**src/design/bank_macros.svh**
```systemverilog
`ifndef BANK_MACROS_SVH
`define BANK_MACROS_SVH

// data word width.
`define BANK_DATA_W 32

// bank count, a power of two.
`define BANK_NUM 8
`define BANK_BITS 3

// rows in each bank.
`define BANK_ROWS 64
`define BANK_ROW_BITS 6

// bank read latency in cycles.
`define BANK_RD_DELAY 2

// queue depths; the response depth is also the read credit limit.
`define BANK_RSP_DEPTH 4
`define BANK_REQ_DEPTH 2

`endif
```
**src/design/bank_pkg.sv**
```systemverilog
`default_nettype none

`include "bank_macros.svh"

package bank_pkg;

  // one data word, also used as the per-bit write mask.
  typedef logic [`BANK_DATA_W-1:0] data_t;

  typedef logic [`BANK_BITS-1:0] bank_idx_t;

  typedef logic [`BANK_ROW_BITS-1:0] row_idx_t;

  // request record as it sits in the request queue.
  typedef struct packed {
    logic      write;
    bank_idx_t bank;
    row_idx_t  row;
    data_t     mask;
    data_t     data;
  } mem_req_t;

endpackage

`default_nettype wire

```
**src/design/bank_if.sv**
```systemverilog
`default_nettype none

`include "bank_macros.svh"

interface bank_if;

  // strobes, one bank at a time.
  logic rd;
  logic wr;

  bank_pkg::row_idx_t row;
  bank_pkg::data_t    mask;
  bank_pkg::data_t    din;

  // read data from the bank pipeline.
  bank_pkg::data_t    dout;

  modport ctrl (
    output rd,
    output wr,
    output row,
    output mask,
    output din
  );

  modport mem (
    input  rd,
    input  wr,
    input  row,
    input  mask,
    input  din,
    output dout
  );

  modport ret (
    input dout
  );

endinterface

`default_nettype wire

```
**src/design/bank_sram.sv**
```systemverilog
`default_nettype none

`include "bank_macros.svh"

module bank_sram (
  input  logic clk,
  input  logic rst_n,
  bank_if.mem  port
);

  bank_pkg::data_t mem [`BANK_ROWS];

  // read pipeline, stage 0 holds the raw array word.
  bank_pkg::data_t rd_stage [`BANK_RD_DELAY];

  logic [`BANK_RD_DELAY-2:0] rd_vld;

  // masked write.
  always_ff @(posedge clk) begin
    if (port.wr) begin
      mem[port.row] <= (mem[port.row] & ~port.mask) | (port.din & port.mask);
    end
  end

  always_ff @(posedge clk or negedge rst_n) begin
    if (!rst_n) begin
      rd_vld <= '0;
    end else begin
      rd_vld[0] <= port.rd;
      for (int i = 1; i < `BANK_RD_DELAY - 1; i++) begin
        rd_vld[i] <= rd_vld[i-1];
      end
    end
  end

  // each stage only moves with its read, so dout holds until the next one.
  always_ff @(posedge clk) begin
    if (port.rd) begin
      rd_stage[0] <= mem[port.row];
    end
    for (int i = 1; i < `BANK_RD_DELAY; i++) begin
      if (rd_vld[i-1]) begin
        rd_stage[i] <= rd_stage[i-1];
      end
    end
  end

  assign port.dout = rd_stage[`BANK_RD_DELAY-1];

  a_rd_wr_excl: assert property (@(posedge clk) disable iff (!rst_n)
    !(port.rd && port.wr));

endmodule

`default_nettype wire

```
**src/flat_wrapper.sv**
```systemverilog
// flat-port wrapper written by rule: the top's interface ports become plain ports
module bank_sram_flat 
  (clk, rst_n, port_rd, port_wr, port_row, port_mask, port_din, port_dout);
  bank_if port_i ();
  input  logic clk;
  input  logic rst_n;
  input wire logic [$bits(port_i.rd)-1:0] port_rd;
  input wire logic [$bits(port_i.wr)-1:0] port_wr;
  input wire logic [$bits(port_i.row)-1:0] port_row;
  input wire logic [$bits(port_i.mask)-1:0] port_mask;
  input wire logic [$bits(port_i.din)-1:0] port_din;
  output wire logic [$bits(port_i.dout)-1:0] port_dout;
  assign port_i.rd = port_rd;
  assign port_i.wr = port_wr;
  assign port_i.row = port_row;
  assign port_i.mask = port_mask;
  assign port_i.din = port_din;
  assign port_dout = port_i.dout;
  bank_sram u_core (.clk(clk), .rst_n(rst_n), .port(port_i));
endmodule
```
**config.mk**
```make
export PLATFORM = sky130hd
export DESIGN_NAME = bank_sram_flat
export DESIGN_NICKNAME = d
export VERILOG_FILES = /design/src/design/bank_pkg.sv /design/src/design/bank_if.sv /design/src/design/bank_sram.sv /design/src/flat_wrapper.sv
export VERILOG_INCLUDE_DIRS = /design/src /design/src/design
export SDC_FILE = /design/constraint.sdc
export NUM_CORES = 2
export LEC_CHECK = 0
export BUFFER_PORTS_ARGS = -buffer_cell sky130_fd_sc_hd__buf_4
export CORE_MARGIN = 2
export CORE_UTILIZATION = 47
export DETAILED_ROUTE_END_ITERATION = 12
export GPL_TIMING_DRIVEN = 0
export PLACE_DENSITY = 0.6
export SLEW_MARGIN = 25
export SYNTH_ARGS = -nofsm -noshare
export SYNTH_HDL_FRONTEND = slang
export SYNTH_SLANG_ARGS = --single-unit
```
**constraint.sdc**
```tcl
create_clock -name clk -period 8.1 [get_ports clk]
set_clock_uncertainty 0.05 [all_clocks]
set_input_delay 0.81 -clock clk [delete_from_list [all_inputs] [get_ports clk]]
set_output_delay 0.81 -clock clk [all_outputs]
set_load 0.02 [all_outputs]
```
## After elaboration in Yosys (flattened, before gate mapping)

Memory sizes are Yosys's and may differ from the RTL's.
Cells that the tools add are included.

| storage, ports and cells | value |
|---|---|
| input bits | 74 |
| flip-flop bits (word level) | 1 |
| bits in writable memories | 2,112 |
| memories kept | 2 |

| operators by class | value |
|---|---|
| bitwise logic cells | 4 |
| multiplexer cells | 6 |

Memory list:

| memory | words | width | read ports | clocked after Yosys merged registers in | wr ports | line | text |
|---|---|---|---|---|---|---|---|
| u_core.mem | 64 | 32 | 1 | 0 | 1 | bank_sram.sv:11 | `` bank_pkg::data_t mem [`BANK_ROWS]; `` |
| u_core.rd_stage | 2 | 32 | 2 | 0 | 2 | bank_sram.sv:14 | `` bank_pkg::data_t rd_stage [`BANK_RD_DELAY]; `` |

Operators by type and width:

| kind | number |
|---|---|
| 32-bit AND | 2 |
| 32-bit NOT | 1 |
| 32-bit bitwise OR | 1 |
| 1-bit 2-to-1 mux | 6 |

## Logic depth before layout (Yosys ltp)

| logic depth | value |
|---|---|
| depth in word-level cells | 3 |
| gate-level depth with buffers | 12 |
| gate-level depth less buffers | 6 |

## Least setup slack after synthesis

Ideal clock, no wire load.

| timing | value |
|---|---|
| path type | in2reg |
| from | input port_row[1] |
| to | memory u_core.mem[0][11] in the netlist's numbering (data pin) |
| stages | 9 |
| slack | 3.079 ns |
| path buffers | 4 |
| library setup time | 0.588 ns |
| arrival | 4.383 ns |
| cell sequence | buf_4 -> buf_2 -> nor2_1 -> clkbuf_1 -> clkbuf_1 -> a221oi_1 -> nor3_1 -> nor4_1 -> a31oi_1 |

| on the way | value |
|---|---|
| word-level cells in the longest chain between the ends | 3 |

Ends and longest elaborated chain:

| element | line | text |
|---|---|---|
| start, declared | flat_wrapper.sv:9 | `input wire logic [$bits(port_i.row)-1:0] port_row;` |
| memory 64 x 32 bit | n/a |  |
| 32-bit AND | bank_sram.sv:21 | `mem[port.row] <= (mem[port.row] & ~port.mask) \| (port.din & port.mask);` |
| 32-bit bitwise OR | bank_sram.sv:21 |  |
| end, declared | bank_sram.sv:11 |  |

No other way between the ends.

## Final worst setup path

| timing | value |
|---|---|
| from | input port_row[1] |
| to | memory u_core.mem[33][21] in the netlist's numbering (data pin) |

Same word-level chain as after synthesis.

==> impl_results.md <==
- Post-synth EDFFs: 2,112
- Rel. slew slack: 0.174
- Initial Utilization: 0.471
- Final antenna-violating net count: 0
- Min cycle time layout: 5.51 ns
- Synth warnings: 0
- DRC Markers: 0
- Clock Tree Buf Depth: 3
- DR pass1 iterations: 8
- CTS Buf Count: 208
- Fill cells: 12,853
- DP Cell Count: 7,141
- Worst Reg-to-Reg Cells: 8
- PnR Total Power: 24.0 mW
- Clk Tree Root Cell: clkbuf_16
- Syn Area/Cell: 17.5 um2
- FP Rows: 152
- Setup Slack @ Placement: 1.90 ns
- Die Width: 418 um
- CTS Sinks: 2,113
- Top_reg_cell synth: edfxtp_1
- #FFs+latches synth: 2,113
- Detailed Route Iter0 Violations: 8,935
- Critical Path RT: 8.72 ns
- Setup TNS: 0 ns
- Final wirelength: 273,000 um
- GRT Total Usage: 0.308
- Hold Fails Final Rpt: 0
- Final core area utilization: 0.565
- Final period util: 0.680
- Worst skew pair latency: 0.86 ns
- Synth Cell Area: 80,700 um2
- Unrepaired setup endpoints after global routing: false
- Dominant cells by area after synthesis: edfxtp_1 (79%), a22oi_1 (4.6%), mux2i_1 (2.0%)
- Register area share after synthesis: 0.786
- H-tree levels: 4
- R2R setup slack: 4.37 ns
- Final Setup Violations: 0
- Fmax: 0.182 GHz
- Crit path capture type: register
- CTS tree: yes
- Total number of vias: 50,213
- Largest net degree at the start of global routing: 65
- DIE AREA: 175,000 um2
- Slew Limit Fails: 0
- Vias in the first global route: 47,213
- Reg-to-reg endpoint: u_core.mem[34][13]
- Clock transition at the registers of the reported paths: 0.06 ns
- Worst Path Max Fanout: 24
- GRT Residual Overflow: 0
- Final HPWL DP: 190,000 um
- Area fraction of the dominant cell type after synthesis: 0.786
- Layout cell share with drive strength beyond 1: 0.192
- Startpoint Class: input port
- Max capacitance violation total: 0
- Fin nets: 5,194
- Initial antenna violation count: 11
- Gate Count Post-Synth: 4,609
- P&R area growth vs syn: 19.8%
- Slew @ Worst Pin: 1.24 ns
- Number of vias per cell: 6.68
- Max VDD drop: 0.195 mV
- Cell area after layout: 96,600 um2
- CORE AREA: 171,000 um2
- Syn Nets: 4,683
- Lkg Pwr: 31.0 nW
- Post-route setup slack: 2.59 ns
- First-pass GRT wire length: 372,000 um
- FFs w/ async S/R, synth: 0.000473
- Hold Path Class: in -> async
- Arr. time, crit path: 6.13 ns
- Status: finished clean
- Worst setup path category: in -> reg
- Power density cells: 248 nW/um2
- Die H: 418 um
- Post_cts resized: 0
- Netlist cell types: 55
- R2r startpoint: u_core.mem[46][13]
- Finished Layout Cells: 7,522
- Hold Slack: 0.235 ns
- RD Place Congestion: 0.936
- Post-place instance area: 89,900 um2
- Post-synth top area cell: edfxtp_1
- IO buf count: 103
- I/O pin cnt: 106
- Drt wl/cell: 36.3 um
-- layout by cell type, fill, tap and decap left out, drive strengths merged, types with 22 or more instances in the layout --
cell    count
mux2i     159
o22ai     201
mux4       42
bufinv     22
nor4       30
nand3      25
clkbuf    449
clkinv     85
a221oi    133
mux2      117
o21ai      55
a21oi     105
or4        28
nor3       24
a21o       39
nor2      211
a31oi      55
edfxtp   2112
buf       479
a22oi     492
a22o       29
a221o      29
nand2     138
inv        37
o221ai     25
-- logic make-up (layout without fill, tap and decap cells) --
group / count (synthesis) / after routing / share of synthesized area
buffers and inverters: 396 / 1075 / 0.0221
AO/OA/AOI/OAI: 1267 / 1267 / 0.114
flip-flops: 2113 / 2113 / 0.786
AND/OR/NAND/NOR: 515 / 515 / 0.0292
other: 0 / 1 / 0
multiplexers: 318 / 318 / 0.0478
-- sequential cells by signal, indices dropped and copies added (netlist names) --
signal / flops
u_core.mem: 2048
u_core.rd_stage: 64
u_core.rd_vld: 1
-- final cells by class --
type                       count  area, um2  share of cell area
multi-input combinational   2100      16500               0.171
inverter                      31        116             0.00120
buffer                       365       1690              0.0175
clock inverter               115       1160              0.0120
clock buffer                 263       5480              0.0567
antenna                        1       2.50           0.0000259
timing repair buffer         301       5420              0.0561
sequential                  2113      63400               0.657
tap                         2233       2790              0.0289
-- critical path, stage by stage --
cell and delay (ns):
buf_4 0.16, buf_4 0.25, buf_2 0.42, buf_2 0.58, buf_2 0.49, clkbuf_1 0.70
clkbuf_1 0.82, a22oi_1 0.34, nor2_1 0.34, nor4_1 0.17, a31oi_4 0.57, buf_16 0.23
buf_16 0.18
-- cell usage after synthesis (28+ instances only) --
master and n:
a22o_1 29, inv_1 30, a22oi_1 492, mux2_2 117, nor4_1 30, mux2i_1 159, o21ai_0 55, mux4_2 42
a31oi_1 55, a21oi_1 105, or4_1 28, buf_1 48, nor2_1 211, buf_2 86, a221oi_1 133, a221o_1 29
edfxtp_1 2112, o22ai_1 201, buf_4 44, clkbuf_1 184, a21o_1 39, nand2_1 138
-- what timing repair did --
action,CTS,global route
hold buffers,1,0
setup endpoints to repair,0,0
buffers inserted,0,0
endpoints found under the hold margin,1,0
-- layer usage --
| metal | vias to the layer above | track usage | share of wire |
|---|---|---|---|
| met4 | 10 | 0.148 | 0.054 |
| met2 | 3685 | 0.452 | 0.44 |
| li1 | 20085 | - | - |
| met1 | 25772 | 0.423 | 0.37 |
| met3 | 661 | 0.0884 | 0.13 |
| met5 | - | 0 | 0.00021 |
-- power by group --
group          internal (mW)  switching, mW  leakage (nW)
combinational          0.624           1.39          8.68
sequential              12.4         0.0225          19.0
clock                   5.46           4.12          3.24
-- worst max path at each step --
stage                            from                  to  depth (start not counted)
after floorplan           port_row[1]   u_core.mem[0][11]                          9
after CTS                 port_row[1]  u_core.mem[33][21]                         13
after global placement    port_row[1]  u_core.mem[20][17]                         11
final                     port_row[1]  u_core.mem[33][21]                         13
after detailed placement  port_row[1]  u_core.mem[60][21]                         13
after global routing      port_row[1]  u_core.mem[33][21]                         13
Power figures use the tool's default switching activity.
